--- src/cpu_config.svh ---
`ifndef CPU_CONFIG_SVH
`define CPU_CONFIG_SVH

// Data memory size in 32-bit words
`define CPU_DMEM_WORDS 256

// First fetch address once reset is released
`define CPU_RESET_PC 32'h0000_0000

// Younger instructions squashed when a branch resolves in memory
// One per stage between fetch and memory
`define CPU_BRANCH_FLUSH 3

`endif

--- src/pipePkg.sv ---
package pipePkg;

  // Data word and byte address
  typedef logic [31:0] word_t;

  // Architectural register index
  typedef logic [4:0] regAddr_t;

  // Source of an execute-stage operand
  typedef enum logic [1:0] {
    FROM_REG = 2'd0,
    FROM_WB  = 2'd1,
    FROM_MEM = 2'd2
  } fwdSel_t;

endpackage

--- src/bypassUnit.sv ---
`timescale 1ns/1ps

module bypassUnit (
  input  pipePkg::regAddr_t rs1,
  input  pipePkg::regAddr_t rs2,
  input  pipePkg::regAddr_t memRd,
  input  pipePkg::regAddr_t wbRd,
  input  logic              memRegWrite,
  input  logic              wbRegWrite,
  output pipePkg::fwdSel_t  selA,
  output pipePkg::fwdSel_t  selB
);

  // Newest producer wins, so memory beats writeback
  function automatic pipePkg::fwdSel_t pick(input pipePkg::regAddr_t rs);
    if (memRegWrite && (memRd != '0) && (memRd == rs))
      return pipePkg::FROM_MEM;
    else if (wbRegWrite && (wbRd != '0) && (wbRd == rs))
      return pipePkg::FROM_WB;
    else
      return pipePkg::FROM_REG;
  endfunction

  assign selA = pick(rs1);
  assign selB = pick(rs2);

endmodule

--- config.mk ---
export PLATFORM = sky130hd
export DESIGN_NAME = bypassUnit
export DESIGN_NICKNAME = d
export VERILOG_FILES = /design/src/cpu_config.svh /design/src/pipePkg.sv /design/src/bypassUnit.sv
export SDC_FILE = /design/constraint.sdc
export NUM_CORES = 1
export LEC_CHECK = 0
export BUFFER_PORTS_ARGS = -buffer_cell sky130_fd_sc_hd__buf_2
export CELL_PAD_IN_SITES_DETAIL_PLACEMENT = 1
export CELL_PAD_IN_SITES_GLOBAL_PLACEMENT = 2
export CORE_UTILIZATION = 17
export DETAILED_ROUTE_END_ITERATION = 8
export GPL_ROUTABILITY_DRIVEN = 0
export PLACE_DENSITY_LB_ADDON = 0.1
export RECOVER_POWER = 100
export SLEW_MARGIN = 15
export SYNTH_ARGS = -nofsm -noshare
export SYNTH_HDL_FRONTEND = slang
export SYNTH_SLANG_ARGS = --single-unit
--- constraint.sdc ---
create_clock -name vclk -period 1.7
set_clock_uncertainty 0.1 [all_clocks]
set_input_delay 0.255 -clock vclk [all_inputs]
set_output_delay 0.255 -clock vclk [all_outputs]
set_load 0.01 [all_outputs]
==> flow_summary.json <==
{
  "status": "finished, violations left",
  "violations": "negative setup slack",
  "routed_wl_um": 1040,
  "cpPeakStageDelay_ns": 0.54,
  "holdCritPathClass": "in -> out",
  "power.internal_uw": 72.2,
  "final_common_cell": "buf_2",
  "seqPwrFrac": 0,
  "drc": 0,
  "vias": 373,
  "top_usage_layer": "met2",
  "rsz0062_at_grt": "true",
  "p_switching_uw": 61.1,
  "critPathMaxFanout": 2,
  "grt_max_degree": 4,
  "met3_usage": 0,
  "drv_cap": 0,
  "timing.final.ws_setup_ns": -0.175,
  "yosys_warnings": 0,
  "drtAntennaViolNets": 0,
  "endpoint_kind": "primary output",
  "p_leak_uw": 0.000236,
  "final-seq-area_um2": 0,
  "initial_core_util": 0.191,
  "seq_cell_count": 0,
  "syn_area_um2": 258,
  "netlist_instances": 34,
  "drtIter0Drc": 2,
  "grt.total_usage": 0.128,
  "slowest_stage": "or4_4",
  "hp-start": "wbRegWrite",
  "place_ws_ns": -0.166,
  "use_met1": 0.157,
  "whs_path_depth": 4,
  "drive_gt1_frac": 0.618,
  "synth_nets": 56,
  "first_pass_iters": 2,
  "antennaDiodeCount": 0,
  "hold_end": "selA[0]",
  "die_w_um": 40.9,
  "wl_per_cell_um": 12.5,
  "antenna_found_initial": 0,
  "worstMarginPinSlew_ns": 0.462,
  "grt.overflow.total": 0,
  "p_per_area_nw_per_um2": 248,
  "yosys.area.top_type": "xnor2_1",
  "cp.arrival_ns": 1.52,
  "use_met2": 0.258,
  "pwr-share-comb": 1.000,
  "path_class": "in -> out",
  "cts_hold_buf": 0,
  "worst_setup_path_start_kind": "primary input",
  "slew_headroom": 0.689,
  "synth_area_leaders": "xnor2_1, xor2_1, nor4_1",
  "cp_cell_sequence": "buf_6 > or4_4 > o21ai_4 > buf_4 > nor4_4 > nor4_2 > buf_2",
  "synth_top_area_share": 0.544,
  "ys_seq_area_frac": 0,
  "syn2layout_area_growth_pct": 109,
  "fin_crit_ns": 1.87,
  "synth.distinct_cells": 9,
  "pwr-share-clk": 0,
  "final_cell_mix": "buf_2, xnor2_1, buf_4, xor2_1",
  "nClkBuffers": 0,
  "io_pins": 26,
  "core_area_um2": 1350,
  "vias_per_cell": 4.49,
  "synth.avg_cell_area_um2": 7.58,
  "port_buffers": 26,
  "row_count": 13,
  "final_nets": 92,
  "swShare": 0.458,
  "dieHeight_um": 40.9,
  "grt_pass1_wl_um": 1410,
  "finalHoldViolCount": 0,
  "whs_ns": 0.774,
  "crit_required_ns": 1.34,
  "die_area_um2": 1680,
  "timing.final.max_slew_violations": 0,
  "max_freq_mhz": 533,
  "vdd_ir_drop_max_v": 0.0000767,
  "finalCritPeriodShare": 1.10,
  "grt_pass1_vias": 352,
  "setup_viol": 3
}
-- critical path, delay by kind of cell --
family | cells | cell delay [ns]
AO/OA/AOI/OAI | 1 | 0.14
buffers and inverters | 3 | 0.39
AND/OR/NAND/NOR | 3 | 0.73
-- cells by family (layout without fill, tap and decap cells) --
group | Yosys count | in the layout | synth area share
XOR/XNOR | 20 | 20 | 0.680
AND/OR/NAND/NOR | 13 | 13 | 0.286
AO/OA/AOI/OAI | 1 | 1 | 0.0340
buffers and inverters | 0 | 34 | 0
-- metal layers --
| metal | up-vias | part of all wire |
|---|---|---|
| li1 | 189 | - |
| met1 | 173 | 0.44 |
| met2 | 11 | 0.53 |
| met3 | 0 | 0.031 |
| met4 | 0 | 0 |
| met5 | - | 0 |
-- what timing repair did --
action	in CTS	in global routing
endpoints found under the setup margin	3	4
buffers inserted	1	0
pin swaps	2	1
resized for setup	5	4
-- power by group through the flow --
stage | Clock, µW | Combinational, µW | Sequential, µW
floorplan | 0 | 50.6 | 0
detailed placement | 0 | 114 | 0
finish | 0 | 133 | 0
global route | 0 | 145 | 0
global placement | 0 | 114 | 0
CTS | 0 | 125 | 0
-- cells in the mapped netlist --
master,number
nand2_1,2
nand3_1,2
nand4_1,2
nor2_1,1
nor4_1,4
o21ai_2,1
or4_1,2
xnor2_1,16
xor2_1,4
-- worst max-delay path by stage --
stage | start | slack, ns | to | cells past startpoint
3_5_place_dp | memRd[1] | -0.17 | selA[0] | 6
5_1_grt | memRd[1] | -0.26 | selB[0] | 7
6_report | memRd[1] | -0.17 | selB[0] | 7
2_1_floorplan | memRd[1] | 0.002 | selA[0] | 4
4_1_cts | memRd[1] | -0.13 | selA[0] | 6
3_3_place_gp | memRd[1] | -0.14 | selA[0] | 6
-- per-stage QoR --
stage                      util  instances  area (µm²)  total power [µW]  setup TNS (ns)
after global routing      0.399         83         538               145          -0.664
after floorplan               -         34         270              50.6               0
after global placement    0.349         82         472               114          -0.384
after CTS                 0.378         83         510               125          -0.335
after detailed placement  0.349         82         472               114          -0.416
final                     0.399         83         538               133          -0.374
-- final cells by class --
class	count	area, µm²
Timing Repair Buffer	34	203
Fill cell	184	812
Tap cell	15	18.8
Multi-Input combinational cell	34	317
(Power assumes the default switching activity.)
