### src/cpu_config.svh
`ifndef CPU_CONFIG_SVH
`define CPU_CONFIG_SVH

// Data memory size in 32-bit words
`define CPU_DMEM_WORDS 256

// First fetch address once reset is released
`define CPU_RESET_PC 32'h0000_0000

// Younger instructions squashed when a branch resolves in memory
// One per stage between fetch and memory
`define CPU_BRANCH_FLUSH 3

`endif

### src/isaPkg.sv
package isaPkg;

  // Major opcodes of the supported subset
  typedef enum logic [6:0] {
    OP     = 7'b0110011,
    OP_IMM = 7'b0010011,
    LOAD   = 7'b0000011,
    STORE  = 7'b0100011,
    BRANCH = 7'b1100011,
    JAL    = 7'b1101111
  } opcode_t;

  // funct3 of the register and immediate ALU instructions
  typedef enum logic [2:0] {
    F3_ADD = 3'b000,
    F3_SLT = 3'b010,
    F3_XOR = 3'b100,
    F3_OR  = 3'b110,
    F3_AND = 3'b111
  } aluFunct3_t;

  // funct3 of the two supported branches
  typedef enum logic [2:0] {
    F3_BEQ = 3'b000,
    F3_BNE = 3'b001
  } branchFunct3_t;

  typedef logic [6:0] funct7_t;

  typedef enum logic [3:0] {ADD, SUB, AND, OR, XOR, SLT} aluOp_t;

  // How execute picks the ALU operation
  typedef enum logic [1:0] {ADDR, BRCMP, FUNCT} aluClass_t;

endpackage

### src/pipePkg.sv
package pipePkg;

  // Data word and byte address
  typedef logic [31:0] word_t;

  // Architectural register index
  typedef logic [4:0] regAddr_t;

  // Source of an execute-stage operand
  typedef enum logic [1:0] {
    FROM_REG = 2'd0,
    FROM_WB  = 2'd1,
    FROM_MEM = 2'd2
  } fwdSel_t;

endpackage

### src/alu.sv
`timescale 1ns/1ps

module alu (
  input  isaPkg::aluClass_t aluClass,
  input  logic [2:0]        funct3,
  input  isaPkg::funct7_t   funct7,
  input  pipePkg::word_t    inA,
  input  pipePkg::word_t    inB,
  output pipePkg::word_t    result,
  output logic              zero
);

  isaPkg::aluOp_t op;

  // Operation select
  always_comb
  begin
    case (aluClass)
      isaPkg::ADDR:  op = isaPkg::ADD;
      isaPkg::BRCMP: op = isaPkg::SUB;
      default:
        case (funct3)
          isaPkg::F3_ADD: op = funct7[5] ? isaPkg::SUB : isaPkg::ADD;
          isaPkg::F3_SLT: op = isaPkg::SLT;
          isaPkg::F3_XOR: op = isaPkg::XOR;
          isaPkg::F3_OR:  op = isaPkg::OR;
          isaPkg::F3_AND: op = isaPkg::AND;
          default:        op = isaPkg::ADD;
        endcase
    endcase
  end

  always_comb
  begin
    case (op)
      isaPkg::SUB: result = inA - inB;
      isaPkg::AND: result = inA & inB;
      isaPkg::OR:  result = inA | inB;
      isaPkg::XOR: result = inA ^ inB;
      // Signed compare for slt
      isaPkg::SLT: result = {31'b0, $signed(inA) < $signed(inB)};
      default:     result = inA + inB;
    endcase
  end

  // Branch compare result, checked in the memory stage
  assign zero = (result == '0);

endmodule

### config.mk
export PLATFORM = sky130hd
export DESIGN_NAME = alu
export DESIGN_NICKNAME = d
export VERILOG_FILES = /design/src/cpu_config.svh /design/src/isaPkg.sv /design/src/pipePkg.sv /design/src/alu.sv
export SDC_FILE = /design/constraint.sdc
export NUM_CORES = 1
export LEC_CHECK = 0
export ABC_AREA = 0
export ABC_CLOCK_PERIOD_IN_PS = 6400
export BUFFER_PORTS_ARGS = -buffer_cell sky130_fd_sc_hd__buf_2
export CAP_MARGIN = 20
export CORE_AREA = 5 5 128 130
export DETAILED_ROUTE_END_ITERATION = 7
export DIE_AREA = 0 0 133 135
export PLACE_DENSITY_LB_ADDON = 0.1
export SYNTH_ARGS = -nofsm -noshare
export SYNTH_HDL_FRONTEND = slang
export SYNTH_SLANG_ARGS = --single-unit
### constraint.sdc
create_clock -name vclk -period 6.4
set_input_delay 0.32 -clock vclk [all_inputs]
set_output_delay 0.32 -clock vclk [all_outputs]
set_load 0.01 [all_outputs]
==> qor.txt <==
Final Setup Violations -> 0
Starting Density -> 39.1%
IO Pins -> 109
Commonest non-fill, non-tap cell in the layout -> buf_2
Busiest grt layer -> met2
Worst path slowest cell -> a2111oi_2
Post-route ant nets -> 0
Final Slew Violations -> 0
Multi-input gate area -> 5310 um^2
# DRC -> 0
Met2 GRT Util -> 37.2%
Wire length per cell -> 18.6 um
CP top delay family -> simple AND/OR/NAND/NOR gates
Starting DRT DRC Count -> 770
Synth Cell Area -> 5880 um^2
Crit path max fanout -> 5
Final net count -> 1151
Largest family of logic cells by synthesized area -> compound AO/OA/AOI/OAI gates
Sequential cells -> 0
CP Cell Sequence -> buf_2 -> inv_1 -> ha_1 -> fa_1 -> nor3_2 -> o31ai_1 -> a211o_1 -> a2111oi_2 -> o31ai_1 -> a211o_1 -> or4bb_1 -> or4_1 -> or4b_1 -> nor4_2 -> buf_2
Die area -> 18000 um^2
Worst rel slew slack -> 35.1%
RSZ-0062 raised after global routing -> no
Area added between synthesis and finish -> 10.5%
Most frequent cells in the layout -> 103 x buf_2, 98 x inv_1, 98 x nor2_1, 96 x ha_1, 90 x a21oi_1
CTS hold repair buffers -> 0
Lkg Pwr -> 3.12 nW
Syn Area/Cell -> 6.45 um^2
Post-Route WL -> 21.7 mm
Final Worst Setup Slack -> 1120 ps
Met3 usage -> 2.12%
YS warnings -> 0
Synthesized net count -> 1086
Outcome -> completed
Post-synthesis adder-cell area fraction -> 21.1%
Worst Tran Pin Value -> 967 ps
HPWL after detailed placement -> 17.3 mm
PwrDens -> 101 nW/um^2
Post-synthesis sequential area ratio -> 0%
Mapped Cells -> 912
Layout cells sized above 1 -> 14.4%
Met1 global-route usage -> 32.2%
Crit. End Element -> output port
Design area -> 6500 um^2
Tot GR Track Use -> 22.6%
Chip width -> 133 um
Final Hold Fails -> 0
Crit path buf inv count -> 3
Register area -> 0 um^2
First-pass GRT wire length -> 34.2 mm
Crit path time final -> 5280 ps
Clock buffers -> 0
Critical path's largest stage delay -> 590 ps
Dpl ws -> 1180 ps
Number of global-route vias before repair -> 6531
DRT Pass-1 Iters -> 5
Critical Path RT -> 6080 ps
Core area -> 15000 um^2
Gr ovfl total -> 0
XOR/XNOR Fraction of Synth Area -> 0.745%
Pin count of the biggest net entering global routing -> 33
Initial antenna violation count -> 0
FILL cells -> 1665
Period utilization -> 82.5%
Worst hold path class -> in -> out
IO buf count -> 103
Placed standard-cell area -> 6500 um^2
Post-synth cell types -> 83
Row count -> 45
Simple-gate portion of the synthesized area -> 26.3%
Largest vdd supply drop -> 0.0458 mV
Avg Vias per Cell -> 6.11
Die height -> 135 um
Compound-Gate Fraction of Synth Area -> 40.6%
Post-CTS Resized -> 0
Setup_tns -> 0 ps
Fmax -> 0.189 GHz
CP startpoint kind -> primary input
Critical Path AT -> 4960 ps
Final GP Congestion -> 0.956
Vias after detailed routing -> 7106
Total setup buffers inserted after CTS -> 0
Final antenna diode count -> 0
Post-synthesis mux area share -> 1.45%
Max Cap Viol -> 0
Worst Setup Path Type -> in -> out
cells in the mapped netlist (10+ instances only):
cell type  instances  area share, %
clkbuf_1          36            2.3
nand2_1           64            4.1
inv_1             98            6.3
a21o_1            18            2.3
a31oi_1           10            1.1
o211ai_1          16            2.0
nor2_1            98            6.3
nor3_1            25            2.1
o21a_1            10            1.3
o21ai_0           56            4.8
nand2b_1          11            1.2
a21oi_1           90            7.7
a211oi_1          22            2.8
nand3_1           21            1.8
ha_1              96             20
o21bai_1          12            1.5
buf_2             10           0.85
o31ai_1           15            1.9
nand4_1           10            1.1
tightest hold or removal path, cell delays in order:
cell and delay [ps]:
buf_2 90, ha_1 200, nand2_1 60, o221ai_1 100, buf_2 150
cell families after synthesis:
group / count (synthesis)
compound gates: 349
simple gates: 305
buf+inv: 147
fa+ha+maj: 98
mux: 8
xor+xnor: 5
power breakdown:
group	switching [mW]	internal, mW
Sequential	0	0
Combinational	0.415	0.244
Clock	0	0
final timing paths:
check,from,end,slack [ps],cells after the start
hold / removal,inB[10],result[10],1240,5
setup / recovery,inA[0],zero,1120,15
per-layer routing:
layer  vias to the layer above  part of all wire, %
met5                         -                    0
met4                         0                  1.8
met3                        32                  6.8
met2                       268                   44
met1                      3292                   47
li1                       3514                    -
per-stage QoR:
step           util, %  hold WS, ps  instances  power (mW)
6_report          43.2         1240       1163       0.659
5_1_grt           43.2         1280       1163       0.725
3_5_place_dp      43.2         1230       1163       0.647
2_1_floorplan        -          962        912       0.444
4_1_cts           43.2         1240       1163       0.650
3_3_place_gp      43.2         1230       1163       0.647
layout make-up:
| cell class | instances | share of cell area (%) |
|---|---|---|
| Multi-Input combinational cell | 765 | 81.7 |
| Timing Repair Buffer | 112 | 8.97 |
| Inverter | 98 | 5.66 |
| Tap cell | 188 | 3.62 |
Note: power is estimated with default switching activity, not from simulation.
