`src/cpu_config.svh`:
```
`ifndef CPU_CONFIG_SVH
`define CPU_CONFIG_SVH

// Data memory size in 32-bit words
`define CPU_DMEM_WORDS 256

// First fetch address once reset is released
`define CPU_RESET_PC 32'h0000_0000

// Younger instructions squashed when a branch resolves in memory
// One per stage between fetch and memory
`define CPU_BRANCH_FLUSH 3

`endif

```
`src/isaPkg.sv`:
```
package isaPkg;

  // Major opcodes of the supported subset
  typedef enum logic [6:0] {
    OP     = 7'b0110011,
    OP_IMM = 7'b0010011,
    LOAD   = 7'b0000011,
    STORE  = 7'b0100011,
    BRANCH = 7'b1100011,
    JAL    = 7'b1101111
  } opcode_t;

  // funct3 of the register and immediate ALU instructions
  typedef enum logic [2:0] {
    F3_ADD = 3'b000,
    F3_SLT = 3'b010,
    F3_XOR = 3'b100,
    F3_OR  = 3'b110,
    F3_AND = 3'b111
  } aluFunct3_t;

  // funct3 of the two supported branches
  typedef enum logic [2:0] {
    F3_BEQ = 3'b000,
    F3_BNE = 3'b001
  } branchFunct3_t;

  typedef logic [6:0] funct7_t;

  typedef enum logic [3:0] {ADD, SUB, AND, OR, XOR, SLT} aluOp_t;

  // How execute picks the ALU operation
  typedef enum logic [1:0] {ADDR, BRCMP, FUNCT} aluClass_t;

endpackage

```
`src/pipePkg.sv`:
```
package pipePkg;

  // Data word and byte address
  typedef logic [31:0] word_t;

  // Architectural register index
  typedef logic [4:0] regAddr_t;

  // Source of an execute-stage operand
  typedef enum logic [1:0] {
    FROM_REG = 2'd0,
    FROM_WB  = 2'd1,
    FROM_MEM = 2'd2
  } fwdSel_t;

endpackage

```
`src/decoder.sv`:
```
`timescale 1ns/1ps

module decoder (
  input  pipePkg::word_t     instr,
  output pipePkg::word_t     imm,
  output isaPkg::aluClass_t  aluClass,
  output logic               aluSrcImm,
  output logic               memRead,
  output logic               memWrite,
  output logic               memToReg,
  output logic               regWrite,
  output logic               branchEq,
  output logic               branchNe,
  output logic               jump,
  output logic               linkWrite
);

  logic [2:0] funct3;
  logic branch;
  pipePkg::word_t immI, immS, immB, immJ;

  assign funct3 = instr[14:12];

  // Sign-extended immediates of each format
  assign immI = {{20{instr[31]}}, instr[31:20]};
  assign immS = {{20{instr[31]}}, instr[31:25], instr[11:7]};
  assign immB = {{19{instr[31]}}, instr[31], instr[7], instr[30:25], instr[11:8], 1'b0};
  assign immJ = {{11{instr[31]}}, instr[31], instr[19:12], instr[20], instr[30:21], 1'b0};

  always_comb
  begin
    imm       = '0;
    aluClass  = isaPkg::ADDR;
    aluSrcImm = 1'b0;
    memRead   = 1'b0;
    memWrite  = 1'b0;
    memToReg  = 1'b0;
    regWrite  = 1'b0;
    branch    = 1'b0;
    jump      = 1'b0;
    linkWrite = 1'b0;
    case (instr[6:0])
      isaPkg::OP:
      begin
        aluClass = isaPkg::FUNCT;
        regWrite = 1'b1;
      end
      isaPkg::OP_IMM:
      begin
        imm       = immI;
        aluClass  = isaPkg::FUNCT;
        aluSrcImm = 1'b1;
        regWrite  = 1'b1;
      end
      isaPkg::LOAD:
      begin
        imm       = immI;
        aluSrcImm = 1'b1;
        memRead   = 1'b1;
        memToReg  = 1'b1;
        regWrite  = 1'b1;
      end
      isaPkg::STORE:
      begin
        imm       = immS;
        aluSrcImm = 1'b1;
        memWrite  = 1'b1;
      end
      isaPkg::BRANCH:
      begin
        imm      = immB;
        aluClass = isaPkg::BRCMP;
        branch   = 1'b1;
      end
      isaPkg::JAL:
      begin
        imm       = immJ;
        jump      = 1'b1;
        regWrite  = 1'b1;
        linkWrite = 1'b1;
      end
      default:
        imm = '0;
    endcase
  end

  // Other branch encodings fall through as no-ops
  assign branchEq = branch && (funct3 == isaPkg::F3_BEQ);
  assign branchNe = branch && (funct3 == isaPkg::F3_BNE);

endmodule

```
`config.mk`:
```
export PLATFORM = sky130hd
export DESIGN_NAME = decoder
export DESIGN_NICKNAME = d
export VERILOG_FILES = /design/src/cpu_config.svh /design/src/isaPkg.sv /design/src/pipePkg.sv /design/src/decoder.sv
export SDC_FILE = /design/constraint.sdc
export NUM_CORES = 1
export LEC_CHECK = 0
export ABC_AREA = 1
export BUFFER_PORTS_ARGS = -buffer_cell sky130_fd_sc_hd__buf_2
export CORE_MARGIN = 3
export CORE_UTILIZATION = 35
export DETAILED_ROUTE_END_ITERATION = 12
export PLACE_DENSITY = 0.88
export SYNTH_ARGS = -nofsm -noshare
export SYNTH_HDL_FRONTEND = slang
export SYNTH_SLANG_ARGS = --single-unit
```
`constraint.sdc`:
```
create_clock -name vclk -period 3.4
set_clock_uncertainty 0.2 [all_clocks]
set_input_delay 0.68 -clock vclk [all_inputs]
set_output_delay 0.68 -clock vclk [all_outputs]
set_load 0.005 [all_outputs]
```
==> results of run 1 <==
## cells in the final DEF (no fill, tap or decap), drive strengths merged
master	instances
buf	75
nand3	17
nand2	50
nor3b	1
inv	25
o21ai	1
nor2	10
## power groups by stage
stage / registers [W] / clock network [W] / logic [W]
final: 0 / 0 / 0.0000516
after floorplan: 0 / 0 / 0.0000239
after detailed placement: 0 / 0 / 0.0000517
after CTS: 0 / 0 / 0.0000518
after global routing: 0 / 0 / 0.0000571
after global placement: 0 / 0 / 0.0000503
## layer usage
metal  vias up  share of wire [%]
li1        464                  -
met1       379                 39
met2        49                 49
met3         0                 11
met4         0                  0
met5         -                  0
## final timing paths
path,startpoint,endpoint,slack (ns),cells past startpoint
max,instr[4],imm[27],0.81,9
min,instr[27],imm[7],1.41,4
## logic make-up after synthesis
kind of cell    count (synthesis)  synth area share [%]
simple gates                   78                  65.6
buf+inv                        39                  31.8
compound gates                  1                  2.60
## through the flow
step	setup WS, ns	cell area (sq um)
after floorplan	0.995	626
after global placement	0.854	926
after detailed placement	0.801	926
after CTS	0.802	926
after global routing	0.672	926
final	0.808	926
## final cells by class
type / count / share of cell area (%)
Multi-Input combinational cell: 79 / 46.1
Timing Repair Buffer: 75 / 40.5
Inverter: 25 / 10.1
Tap cell: 24 / 3.24
==> flow_summary.yaml, run 1 <==
outcome:
  result_of_the_run: "finished clean"
detailed_routing:
  drcViolationCount: 0
  drt_first_iter_violations: 10
  ant_nets: 0
  detail_route.first_pass.iterations: 4
  detail_route.wl_per_cell_um: 8.98
  detailroute.via_count: 892
  wirelength_um: 1820
  route.detailed.vias_per_inst: 4.39
grt:
  vias_in_the_first_global_route: 721
  antenna_found_initial: 0
  globalRouteMet3Util_pct: 1.11
  globalRouteMet1Util_pct: 16.5
  groute.layer.met2.usage_pct: 30.5
  grt_util_all_layers_pct: 14.6
  global_route_wire_length_before_repair_um: 2640
  grt.overflow.total: 0
  busiest_layer: "met2"
  grt_start_max_net_pins: 13
pwr:
  ir_worst_vdd_v: 0.0000427
  p_leak_nw: 0.789
  pwr-share-clk_pct: 0
  p_comb_share_pct: 100.0
  netSwitchingPower_w: 0.0000282
  powerDensity_nw_per_um2: 55.7
  finalPower_w: 0.0000516
  p_int_w: 0.0000233
  p_seq_share_pct: 0
  netSwitchingFraction_pct: 54.8
floorplanning:
  placement_rows: 14
  io-pin-count: 75
  die_h_um: 48.3
  floorplan.die_area_sq_um: 2330
  design.core.area_sq_um: 1590
  initial_core_util_pct: 39.2
  fp.dieW_um: 48.3
final_layout:
  design.final.nets: 213
  area_delta_synth_final_pct: 48.0
  layout.filler_cells: 150
  drive_above_1_share_pct: 54.2
  insertedDiodeCount: 0
  clkbuf_count: 0
  final_core_area_utilization_pct: 58.1
  ff_latch_area_sq_um: 0
  non_filler_cells_final: 203
  ff_latch_count: 0
  multi_input_comb_area_sq_um: 427
logic_synthesis:
  synth.yosys.seq_area_share_pct: 0
  ys_top_cells_by_area: "sky130_fd_sc_hd__nand2_1 (25%), sky130_fd_sc_hd__buf_4 (17%), sky130_fd_sc_hd__inv_1 (12%)"
  yosys_warnings: 0
  synthesis.nets: 150
  ys_types: 14
  postSynthCellCount: 118
  netlist.top_cell.by_area: "sky130_fd_sc_hd__nand2_1"
  yosys.area.top_type_share_pct: 24.6
  yosysMostFrequentCell: "sky130_fd_sc_hd__nand2_1"
  synthesized_area_sq_um: 626
  netlist_top_cells_count: "sky130_fd_sc_hd__nand2_1 (41), sky130_fd_sc_hd__inv_1 (20), sky130_fd_sc_hd__buf_4 (14), sky130_fd_sc_hd__nand3_1 (14)"
  synthesis.area_per_instance_sq_um: 5.30
critical_path:
  worst_ep_arrival_time_ns: 1.71
  worst-path-buf-inv: 4
  path_cells: "buf_2 -> inv_2 -> nand2_2 -> nor2_4 -> nand2_4 -> nand3_4 -> nand2_2 -> inv_2 -> buf_2"
  worstSetupStartpointType: "input port"
  crit_path_max_incr_delay_ns: 0.27
  endpoint_kind: "primary output"
  cp_max_fo: 12
  cp.required_ns: 2.52
  path_delay_family: "simple AND/OR/NAND/NOR gates"
  critical_path_top_delay_cell: "sky130_fd_sc_hd__nor2_4"
  setup.worst_path.class: "input port to primary output"
clocking:
  post_cts_buffers: 0
  cts_repair_resize_count: 0
  cts_hold_repair.buffers: 0
timing:
  fmaxAchievable_mhz: 386
  grt_setup_unrepaired: "no"
  final-hold-violation-count: 0
  finalWorstPathRequiredPeriod_ns: 2.59
  slew_violations: 0
  min_period_over_period_pct: 76.2
  fin_worst_hold_slack_ns: 1.41
  timing.setup.tns_ns: 0
  worst-slew-pin-transition_ns: 0.318
  setup_viol_count_final: 0
  max-slew-margin-rel_pct: 78.7
place:
  io_buffer_count: 75
  post-dp-hpwl_um: 1620
  placedCellCount: 203
  place_congestion: 0.694
job:
  cap_viol_max_count: 0
min_path:
  hold_crit_class: "input port to primary output"
Note: power is estimated with default switching activity, not from simulation.
==> run 2: changes to the inputs <==
ABC_AREA = 0   (was 1)
CORE_UTILIZATION = 30   (was 35)
PLACE_DENSITY = 0.87   (was 0.88)
clock period = 2.4 ns   (was 3.4 ns; I/O delays follow)
==> run 2 against run 1 <==
Compared with the run above:
- non-clock buffer count rose by 1
- synthesized cell count decreased by 47%
- hold slack worse by 0.39 ns
- core utilization decreased by 3.1 points
- cell count is 32% lower
- die area fell by 9.5%
- area after synthesis decreased by 24%
- largest power group unchanged
==> flow_summary.yaml, run 2 <==
detailed_routing:
  routedLengthMet1_um: 592
  route.met2.wl_um: 949
  drcViolationCount: 0
  ant_nets: 0
  detailroute.via_count: 703
  drt_first_iter_violations: 3
  detail_route.wl_per_cell_um: 12.8
  detail_route.first_pass.iterations: 4
  route.detailed.vias_per_inst: 5.09
  wl_met3_um: 220
  routed.top_layer: "met3"
  wirelength_um: 1760
job:
  cap_viol_max_count: 0
final_layout:
  insertedDiodeCount: 0
  area_delta_synth_final_pct: 61.0
  non_filler_cells_final: 138
  ff_latch_area_sq_um: 0
  post-route-cell-area_sq_um: 769
  mostFrequentLayoutCell: "sky130_fd_sc_hd__buf_2"
  design.final.nets: 157
  highest_count_cells_in_the_layout_ignoring_fill_and_taps: "sky130_fd_sc_hd__buf_2 (75), sky130_fd_sc_hd__a21o_1 (8), sky130_fd_sc_hd__a21boi_1 (6), sky130_fd_sc_hd__a22o_1 (5), sky130_fd_sc_hd__nor2_1 (4)"
  drive_above_1_share_pct: 68.3
  clkbuf_count: 0
  ff_latch_count: 0
floorplanning:
  floorplan.die_area_sq_um: 2110
  placement_rows: 13
  die_h_um: 45.9
  initial_core_util_pct: 34.2
  io-pin-count: 75
  design.core.area_sq_um: 1400
  fp.dieW_um: 45.9
critical_path:
  worst-path-buf-inv: 2
  setup.worst_path.class: "input port to primary output"
  path_cells: "buf_2 -> and4b_4 -> o21ai_2 -> a21boi_2 -> buf_2"
  crit_path_max_incr_delay_ns: 0.35
  critical_path_top_delay_cell: "sky130_fd_sc_hd__and4b_4"
  cp.required_ns: 1.72
  cp_num_cells: 5
  worst_ep_arrival_time_ns: 1.59
  cp_max_fo: 12
  path_delay_family: "compound AO/OA/AOI/OAI gates"
  worstSetupStartpointType: "input port"
  path_common_cell: "sky130_fd_sc_hd__buf_2"
  endpoint_kind: "primary output"
place:
  io_buffer_count: 75
  placedCellCount: 138
  place_congestion: 0.780
  placed_cell_area_sq_um: 769
  pre_cts_ws_ns: 0.138
timing:
  slew_violations: 0
  worst-slew-pin-transition_ns: 0.321
  finalWorstPathRequiredPeriod_ns: 2.27
  fmaxAchievable_mhz: 441
  final-hold-violation-count: 0
  max-slew-margin-rel_pct: 78.5
  grt_setup_unrepaired: "no"
  timing.final.ws_setup_ns: 0.134
  setup_viol_count_final: 0
  timing.setup.tns_ns: 0
  min_period_over_period_pct: 94.4
grt:
  global_route_wire_length_before_repair_um: 2500
  grt.overflow.total: 0
  grt_start_max_net_pins: 13
  antenna_found_initial: 0
  vias_in_the_first_global_route: 608
  grt_util_all_layers_pct: 15.0
min_path:
  holdCritStartpoint: "instr[12]"
  hold_crit_class: "input port to primary output"
  min_to: "branchEq"
  worst_hold_path_cell_count: 3
pwr:
  finalPower_w: 0.0000647
  ir_worst_vdd_v: 0.0000423
  powerDensity_nw_per_um2: 84.1
  p_leak_nw: 0.559
clocking:
  post_cts_buffers: 0
  cts_repair_resize_count: 0
  cts_hold_repair.buffers: 0
logic_synthesis:
  yosys_warnings: 0
  ys_top_cells_by_area: "sky130_fd_sc_hd__buf_4 (20%), sky130_fd_sc_hd__a21o_1 (13%), sky130_fd_sc_hd__a21boi_1 (11%)"
  synthesis.area_per_instance_sq_um: 7.71
  yosys.area.top_type_share_pct: 20.4
  synth.yosys.seq_area_share_pct: 0
  synthesis.nets: 94
  postSynthCellCount: 62
  yosysMostFrequentCell: "sky130_fd_sc_hd__buf_4"
  netlist_top_cells_count: "sky130_fd_sc_hd__buf_4 (13), sky130_fd_sc_hd__a21o_1 (8), sky130_fd_sc_hd__a21boi_1 (7)"
  synthesized_area_sq_um: 478
  ys_types: 30
  netlist.top_cell.by_area: "sky130_fd_sc_hd__buf_4"
outcome:
  result_of_the_run: "finished clean"
==> run 2: worst max-delay path by stage <==
stage	slack, ns	to	from
finish	0.13	imm[27]	instr[4]
global route	0.006	imm[27]	instr[4]
CTS	0.14	imm[27]	instr[4]
detailed placement	0.14	imm[27]	instr[4]
global placement	0.19	imm[20]	instr[4]
floorplan	0.12	imm[21]	instr[6]
==> run 2: cell families after synthesis <==
logic type	share of synthesized area (%)
compound gates	42.9
buf+inv	24.6
simple gates	30.4
mux	2.09
==> run 2: per-layer routing <==
layer	global-route usage (%)	vias up
li1	-	347
met1	17.2	320
met2	30.5	36
met3	1.19	0
met4	0	0
met5	0	-
==> run 2: layout make-up <==
| type | count | area, sq um |
|---|---|---|
| fill | 150 | 629 |
| timing repair buffer | 76 | 383 |
| multi-input combinational | 46 | 364 |
| tap | 15 | 18.8 |
| inverter | 1 | 3.75 |
==> run 2: stage by stage <==
step                utilization, %  hold WS, ns
floorplan                        -        0.784
global placement              55.0         1.01
detailed placement            55.0         1.02
CTS                           55.0         1.02
global route                  55.0         1.04
finish                        55.0         1.02
==> run 2: power breakdown <==
group	switching [W]	internal, W	leakage, nW	total (W)
sequential	0	0	0	0
clock	0	0	0	0
combinational	0.0000294	0.0000353	0.559	0.0000647
==> run 2: tightest hold or removal path: stages <==
cell and delay [ns]:
sky130_fd_sc_hd__buf_2 0.10, sky130_fd_sc_hd__nor4_1 0.05, sky130_fd_sc_hd__buf_2 0.12
