--- config.mk ---
export PLATFORM = sky130hd
export DESIGN_NAME = hazardUnit_flat
export DESIGN_NICKNAME = d
export VERILOG_FILES = /design/src/pipePkg.sv /design/src/hazardIf.sv /design/src/hazardUnit.sv /design/src/flat_wrapper.sv
export VERILOG_INCLUDE_DIRS = /design/src
export SDC_FILE = /design/constraint.sdc
export NUM_CORES = 1
export LEC_CHECK = 0
export ABC_AREA = 1
export ABC_CLOCK_PERIOD_IN_PS = 1050
export BUFFER_PORTS_ARGS = -buffer_cell sky130_fd_sc_hd__buf_2
export CAP_MARGIN = 25
export CORE_AREA = 10 10 47 49
export DETAILED_ROUTE_END_ITERATION = 12
export DIE_AREA = 0 0 57 59
export GPL_ROUTABILITY_DRIVEN = 0
export REMOVE_ABC_BUFFERS = 1
export SLEW_MARGIN = 20
export SYNTH_ARGS = -nofsm -noshare
export SYNTH_HDL_FRONTEND = slang
export SYNTH_SLANG_ARGS = --single-unit
--- constraint.sdc ---
create_clock -name vclk -period 1.05
set_input_delay 0.1575 -clock vclk [all_inputs]
set_output_delay 0.1575 -clock vclk [all_outputs]
set_load 0.02 [all_outputs]
--- src/cpu_config.svh ---
`ifndef CPU_CONFIG_SVH
`define CPU_CONFIG_SVH

// Data memory size in 32-bit words
`define CPU_DMEM_WORDS 256

// First fetch address once reset is released
`define CPU_RESET_PC 32'h0000_0000

// Younger instructions squashed when a branch resolves in memory
// One per stage between fetch and memory
`define CPU_BRANCH_FLUSH 3

`endif

--- src/pipePkg.sv ---
package pipePkg;

  // Data word and byte address
  typedef logic [31:0] word_t;

  // Architectural register index
  typedef logic [4:0] regAddr_t;

  // Source of an execute-stage operand
  typedef enum logic [1:0] {
    FROM_REG = 2'd0,
    FROM_WB  = 2'd1,
    FROM_MEM = 2'd2
  } fwdSel_t;

endpackage

--- src/hazardIf.sv ---
`timescale 1ns/1ps

interface hazardIf;
  // Hold enables, low keeps the register contents
  logic writePc;
  logic writeIfId;
  logic writeIdEx;

  // Zero the control fields of the named pipeline register
  logic flushIfId;
  logic flushIdEx;
  logic flushExMem;

  modport unit (
    output writePc, writeIfId, writeIdEx,
    output flushIfId, flushIdEx, flushExMem
  );

  modport pipe (
    input writePc, writeIfId, writeIdEx,
    input flushIfId, flushIdEx, flushExMem
  );
endinterface

--- src/hazardUnit.sv ---
`timescale 1ns/1ps
`include "cpu_config.svh"

module hazardUnit (
  input  pipePkg::regAddr_t decRs1,
  input  pipePkg::regAddr_t decRs2,
  input  pipePkg::regAddr_t exRd,
  input  logic              exMemRead,
  input  logic              decJump,
  input  logic              memBranchTaken,
  hazardIf.unit             ctrl
);

  logic loadUse;
  // Bit 0 is IF/ID, then ID/EX, then EX/MEM
  logic [`CPU_BRANCH_FLUSH-1:0] squash;

  // jal reads no registers, its rs fields are immediate bits
  assign loadUse = exMemRead && (exRd != '0) && !decJump &&
                   ((exRd == decRs1) || (exRd == decRs2));

  assign squash = {`CPU_BRANCH_FLUSH{memBranchTaken}};

  // A taken branch overrides the stall and loads its target
  assign ctrl.writePc   = !loadUse || memBranchTaken;
  assign ctrl.writeIfId = !loadUse;
  assign ctrl.writeIdEx = !loadUse;

  assign ctrl.flushIfId  = squash[0] || decJump;
  assign ctrl.flushIdEx  = squash[1] || loadUse;
  assign ctrl.flushExMem = squash[`CPU_BRANCH_FLUSH-1];

endmodule

--- src/flat_wrapper.sv ---
// flat-port wrapper written by rule: the top's interface ports become plain ports
module hazardUnit_flat 
  (decRs1, decRs2, exRd, exMemRead, decJump, memBranchTaken, ctrl_writePc, ctrl_writeIfId, ctrl_writeIdEx, ctrl_flushIfId, ctrl_flushIdEx, ctrl_flushExMem);
  hazardIf ctrl_i ();
  input  pipePkg::regAddr_t decRs1;
  input  pipePkg::regAddr_t decRs2;
  input  pipePkg::regAddr_t exRd;
  input  logic exMemRead;
  input  logic decJump;
  input  logic memBranchTaken;
  output wire logic [$bits(ctrl_i.writePc)-1:0] ctrl_writePc;
  output wire logic [$bits(ctrl_i.writeIfId)-1:0] ctrl_writeIfId;
  output wire logic [$bits(ctrl_i.writeIdEx)-1:0] ctrl_writeIdEx;
  output wire logic [$bits(ctrl_i.flushIfId)-1:0] ctrl_flushIfId;
  output wire logic [$bits(ctrl_i.flushIdEx)-1:0] ctrl_flushIdEx;
  output wire logic [$bits(ctrl_i.flushExMem)-1:0] ctrl_flushExMem;
  assign ctrl_writePc = ctrl_i.writePc;
  assign ctrl_writeIfId = ctrl_i.writeIfId;
  assign ctrl_writeIdEx = ctrl_i.writeIdEx;
  assign ctrl_flushIfId = ctrl_i.flushIfId;
  assign ctrl_flushIdEx = ctrl_i.flushIdEx;
  assign ctrl_flushExMem = ctrl_i.flushExMem;
  hazardUnit u_core (.decRs1(decRs1), .decRs2(decRs2), .exRd(exRd), .exMemRead(exMemRead), .decJump(decJump), .memBranchTaken(memBranchTaken), .ctrl(ctrl_i));
endmodule
==> results.txt, run 1 <==
----------------------------------------------------
[Setup path]
  CP max stage delay ... 0.16 ns
  Required time at the worst-slack endpoint ... around 0.89 ns
  Cell Chain, Critical Path ... buf_8 -> nor3_2 -> nand3_1 -> nand3_1 -> inv_2 -> nand2_2 -> nand2_2 -> buf_6
  Data arrival time of the critical path ... ~0.9 ns
  Family with the most delay on the worst path ... simple AND/OR/NAND/NOR gates
  Kind of launch point of the worst setup path ... input pin
  CP Launch Point ... exRd[1]
  Worst Path Class, Setup ... input pin to output port
  Critical path peak fanout ... 4
  CP Capture Type ... output port
  Critical Path Slowest Stage Cell ... nor3_2
  Crit path buf inv count ... 3

[Die]
  Floorplan die area ... ~0.0034 sq mm
  Core Rows ... 14
  Core Footprint ... between 0.001 and 0.0015 sq mm
  Die Wd ... around 57 microns
  Initial Util ... 17.6%
  Y dimension of the die ... ~60 microns
  Boundary Pins ... 24

[Power]
  Power per cell area ... between 300 and 400 mW/mm^2
  Tot Pwr ... approximately 0.00018 W
  Leakage Power ... slightly above 0.3 nW
  Maximum resistive drop on vdd ... 0.000111 V

[Drt]
  Number of vias after detailed routing ... 383
  Number of DRC markers in iteration 0 ... 3
  DR DRC count ... 0
  Mean number of vias per cell ... around 4
  Wire length per cell after detailed routing ... just over 9 microns
  1st-pass router iterations ... 2
  Antenna Violating Nets Remaining ... 0
  Wirelength, routed ... between 800 and 900 microns

[Timing]
  Clock period minus worst slack ... 1.07 ns
  Min setup slack post-route ... -0.0191 ns
  Total of endpoints with negative setup slack in the final report ... 3
  Hold WS ... between 0.5 and 0.6 ns
  Max-slew headroom at the worst pin ... about nine tenths
  Final hold violation count ... 0
  Slew of the pin with the lowest slew margin ... ~0.14 ns
  Setup repair after global routing missed its margin ... yes
  Final max-slew violation count ... 0
  FMAX ... slightly above 0.9 GHz
  Final Cycle Share ... 102%

[Yosys]
  Synth warn ... 0
  Mean area per synthesized cell ... 4.32 sq um
  Synthesized netlist cell count ... 57
  Post-synthesis instance area ... around 250 sq um
  Synth cell types ... 9
  Sequential element share of the synthesized area ... 0%

[Placed design]
  Count of buffers from port buffering ... 24
  Placed inst area ... around 390 sq um
  Detail Placement HPWL ... between 700 and 800 microns
  Post-placement worst setup slack ... -0.0841 ns

[Job]
  Total of max-cap violations ... 0

[Global route]
  Number of global-route vias before repair ... between 300 and 400
  Wire length of the first global-routing pass ... about 1300 microns
  Initial antenna violation count ... 0
  Maximum number of pins on one net before global-route repair ... 6
  Congestion Overflow GR ... 0
  Global Route Usage Sum ... under 10%

[Run status]
  Status ... finished, violations left
  Violated checks ... negative setup slack

[Finish]
  Sequential cell area ... 0 sq um
  Multi-input combinational cell area ... around 200 sq um
  Seq cells ... 0
  Most frequent standard cell in the layout excluding fill and tap cells ... nand2_1
  Highest-count cells in the layout ignoring fill and taps ... 17 x nand2_1, 12 x buf_2, 8 x buf_6
  Growth of design area from synthesis to finish ... 102%
  Count of clock buffers in the final design ... 0
  Fraction of final layout cells sized beyond drive strength 1 ... between 50% and 60%
  Diodes inserted ... 0
  NumNets Final ... between 100 and 150
  Non-Filler Cell Area, Final ... about 500 sq um
  Layout filler cell count ... ~170

[Hold path]
  Hold wc startpoint ... memBranchTaken
  Number of cells on the worst hold path ... 2
  Hold Crit Endpoint ... ctrl_flushExMem
  Kind of path behind the tightest hold check ... input pin to output port

[CTS]
  Hold-fix buffers, CTS ... 0

----------------------------------------------------
routing by layer:
metal,wire length [microns],vias to the layer above,global-route usage [%]
met4,0,0,0
li1,-,208,-
met3,86,0,1.72
met1,298,166,4.38
met2,507,9,8.84
met5,0,-,0
cells by family (layout without fill, tap and decap cells):
logic type / Yosys count / after routing / share of synthesized area, %
XOR/XNOR: 2 / 2 / 7.11
buffers and inverters: 17 / 41 / 28.9
AND/OR/NAND/NOR: 38 / 38 / 64.0
layout make-up:
class	instances	share of cell area [%]
Multi-Input combinational cell	40	40.3
Inverter	15	11.8
Tap cell	16	4.03
Timing Repair Buffer	26	43.8
power by group:
part	total (W)	switching [W]	leakage (nW)	internal, W
registers	0	0	0	0
clock network	0	0	0	0
logic	0.000179	0.0000827	0.303	0.0000967
worst max-delay path by stage:
stage,end,slack [ns],depth (start not counted)
after floorplan,ctrl_flushIdEx,0.05,6
after global placement,ctrl_flushIdEx,-0.05,10
after detailed placement,ctrl_flushIdEx,-0.08,8
after CTS,ctrl_flushIdEx,-0.02,9
after global routing,ctrl_flushIdEx,-0.07,9
final,ctrl_flushIdEx,-0.02,8
timing repair:
action,4_1_cts,5_1_grt
gates resized for setup,18,13
pin swaps,13,7
cloned,0,0
setup endpoints to repair,4,4
buffers inserted,0,0
metrics by stage:
stage / TNS (ns) / instances / utilization, %
finish: -0.0452 / 97 / 35.4
global route: -0.258 / 97 / 35.4
CTS: -0.0675 / 97 / 32.2
global placement: -0.126 / 97 / 27.6
detailed placement: -0.257 / 97 / 27.6
floorplan: 0 / 55 / -
cells in the mapped netlist (all sizes together):
library cell	instances	area (sq um)
nor3	1	5.00
xnor2	2	17.5
buf	2	15.0
inv	15	56.3
nand2	24	97.6
nor2	8	30.0
nand3	5	25.0
(Power assumes the default switching activity.)
==> inputs of run 2 (changes only) <==
--- a/config.mk
+++ b/config.mk
@@ -7,13 +7,16 @@
 export NUM_CORES = 1
 export LEC_CHECK = 0
 export ABC_AREA = 1
-export ABC_CLOCK_PERIOD_IN_PS = 1050
+export ABC_CLOCK_PERIOD_IN_PS = 990
 export BUFFER_PORTS_ARGS = -buffer_cell sky130_fd_sc_hd__buf_2
 export CAP_MARGIN = 25
-export CORE_AREA = 10 10 47 49
+export CELL_PAD_IN_SITES_DETAIL_PLACEMENT = 1
+export CELL_PAD_IN_SITES_GLOBAL_PLACEMENT = 2
+export CORE_MARGIN = 10
+export CORE_UTILIZATION = 14
 export DETAILED_ROUTE_END_ITERATION = 12
-export DIE_AREA = 0 0 57 59
 export GPL_ROUTABILITY_DRIVEN = 0
+export PLACE_DENSITY_LB_ADDON = 0.1
 export REMOVE_ABC_BUFFERS = 1
 export SLEW_MARGIN = 20
 export SYNTH_ARGS = -nofsm -noshare
==> constraint.sdc (replaced) <==
create_clock -name vclk -period 0.99
set_input_delay 0.1485 -clock vclk [all_inputs]
set_output_delay 0.1485 -clock vclk [all_outputs]
set_load 0.02 [all_outputs]
==> results.txt, run 2 (synthesis results as in run 1) <==
----------------------------------------------------
[Drt]
  Mean number of vias per cell ... 3.90 (-1.3%)
  Number of vias after detailed routing ... 382 (-0.26%)
  DR DRC count ... 0 (unchanged)
  Wire length per cell after detailed routing ... 9.65 microns (+5.0%)
  Antenna Violating Nets Remaining ... 0 (unchanged)
  Number of DRC markers in iteration 0 ... 3 (unchanged)
  1st-pass router iterations ... 2 (unchanged)
  Wirelength, routed ... 946 microns (+6.1%)

[Finish]
  Seq cells ... 0 (unchanged)
  Layout filler cell count ... 226 (+36%)
  Most frequent standard cell in the layout excluding fill and tap cells ... nand2_1
  Diodes inserted ... 0 (unchanged)
  Post-Layout Cell Count ... 98 (+1.0%)
  NumNets Final ... 101 (unchanged)
  Count of clock buffers in the final design ... 0 (unchanged)
  Growth of design area from synthesis to finish ... 112%
  Fraction of final layout cells sized beyond drive strength 1 ... 56.8% (+2.5 points)
  Sequential cell area ... 0 sq um (unchanged)
  Highest-count cells in the layout ignoring fill and taps ... 18 x nand2_1, 14 x buf_2, 9 x inv_1

[Setup path]
  Required time at the worst-slack endpoint ... 0.84 ns (-0.05 ns)
  Dominant cell type by count on the critical path ... nand2_2
  Kind of launch point of the worst setup path ... input pin
  Critical Path Slowest Stage Cell ... buf_6
  Cell Chain, Critical Path ... buf_12 -> nand2_2 -> inv_2 -> nor2_2 -> nor2_1 -> nand3_1 -> nand2_2 -> nand2_2 -> nand2_2 -> buf_6
  CP max stage delay ... 0.12 ns (-0.04 ns)
  Crit path buf inv count ... 3 (unchanged)
  Worst Path Class, Setup ... input pin to output port
  Critical path peak fanout ... 5 (+1)
  Family with the most delay on the worst path ... simple AND/OR/NAND/NOR gates
  CP Capture Type ... output port
  Data arrival time of the critical path ... 0.89 ns (-0.02 ns)

[Hold path]
  Kind of path behind the tightest hold check ... input pin to output port

[CTS]
  Hold-fix buffers, CTS ... 0 (unchanged)

[Timing]
  Clock period minus worst slack ... ~1.0 ns
  Min setup slack post-route ... -0.0477 ns (-0.0286 ns)
  Hold WS ... 0.533 ns (-0.0204 ns)
  Final Cycle Share ... 105%
  Max-slew headroom at the worst pin ... 90.9% (+0.21 points)
  Total of endpoints with negative setup slack in the final report ... 4 (+1)
  Final hold violation count ... 0 (unchanged)
  Slew of the pin with the lowest slew margin ... 0.136 ns (-0.00318 ns)
  Setup repair after global routing missed its margin ... yes
  FMAX ... 0.964 GHz
  Final max-slew violation count ... 0 (unchanged)

[Die]
  Y dimension of the die ... 62.0 microns (+5.0%)
  Core Rows ... 15 (+1)
  Boundary Pins ... 24 (unchanged)
  Initial Util ... 14.6% (-3.0 points)
  Die Wd ... 62.0 microns (+8.7%)
  Floorplan die area ... 0.00384 sq mm (+14%)
  Core Footprint ... 0.00169 sq mm (+21%)

[Placed design]
  Cell Count Post-Placement ... 98 (+1.0%)
  Post-placement worst setup slack ... -0.155 ns (-0.0710 ns)
  Count of buffers from port buffering ... 24 (unchanged)
  Detail Placement HPWL ... 864 microns (+8.4%)

[Run status]
  Status ... finished, violations left
  Violated checks ... negative setup slack

[Global route]
  Wire length of the first global-routing pass ... 1440 microns (+6.7%)
  Global Route Usage Sum ... 4.49% (+0.083 points)
  Maximum number of pins on one net before global-route repair ... 6 (unchanged)
  Initial antenna violation count ... 0 (unchanged)
  Number of global-route vias before repair ... 379 (+9.9%)
  Congestion Overflow GR ... 0 (unchanged)

[Power]
  Power per cell area ... 384 mW/mm^2 (+6.3%)
  Tot Pwr ... 0.000200 W (+12%)
  Leakage Power ... 0.311 nW (+2.5%)
  Maximum resistive drop on vdd ... 0.000110 V (-1.5%)

[Job]
  Total of max-cap violations ... 0 (unchanged)

----------------------------------------------------
-- run 2: cell counts in the layout (fill, tap and decap cells not counted) --
Identical to the previous run, type by type.
-- run 2: worst paths after layout --
| check | start | to | slack, ns | cells past startpoint |
|---|---|---|---|---|
| max | exRd[0] | ctrl_flushIdEx | -0.05 | 10 |
| min | memBranchTaken | ctrl_flushExMem | 0.53 | 2 |
-- run 2: power breakdown --
part           total (W)  leakage, nW  internal [W]  switching, W
Combinational   0.000200        0.311      0.000106     0.0000940
Clock                  0            0             0             0
Sequential             0            0             0             0
-- run 2: final cells by class --
class | count | area [sq um] | share of cell area, %
repair buffers | 26 | 218 | 41.7
multi-input cells | 40 | 226 | 43.4
well taps | 17 | 21.3 | 4.08
inverters | 15 | 56.3 | 10.8
-- run 2: what timing repair did --
item / 4_1_cts / 5_1_grt
endpoints found under the setup margin: 4 / 4
pin swaps: 7 / 15
gates cloned: 0 / 0
gates resized for setup: 12 / 25
buffers inserted: 0 / 0
-- run 2: metrics by stage --
| step | instance area [sq um] | utilization (%) | setup TNS, ns |
|---|---|---|---|
| after floorplan | 231 | - | 0 |
| after global placement | 388 | 23.0 | -0.562 |
| after detailed placement | 388 | 23.0 | -0.529 |
| after CTS | 434 | 25.7 | -0.349 |
| after global routing | 522 | 30.9 | -0.434 |
| final | 522 | 30.9 | -0.160 |
-- run 2: layer usage --
| layer | track usage, % | vias to the layer above | part of all wire, % |
|---|---|---|---|
| met3 | 1.02 | 0 | 6.7 |
| li1 | - | 210 | - |
| met4 | 0 | 0 | 0 |
| met5 | 0 | - | 0 |
| met2 | 8.77 | 9 | 55 |
| met1 | 5.02 | 163 | 38 |
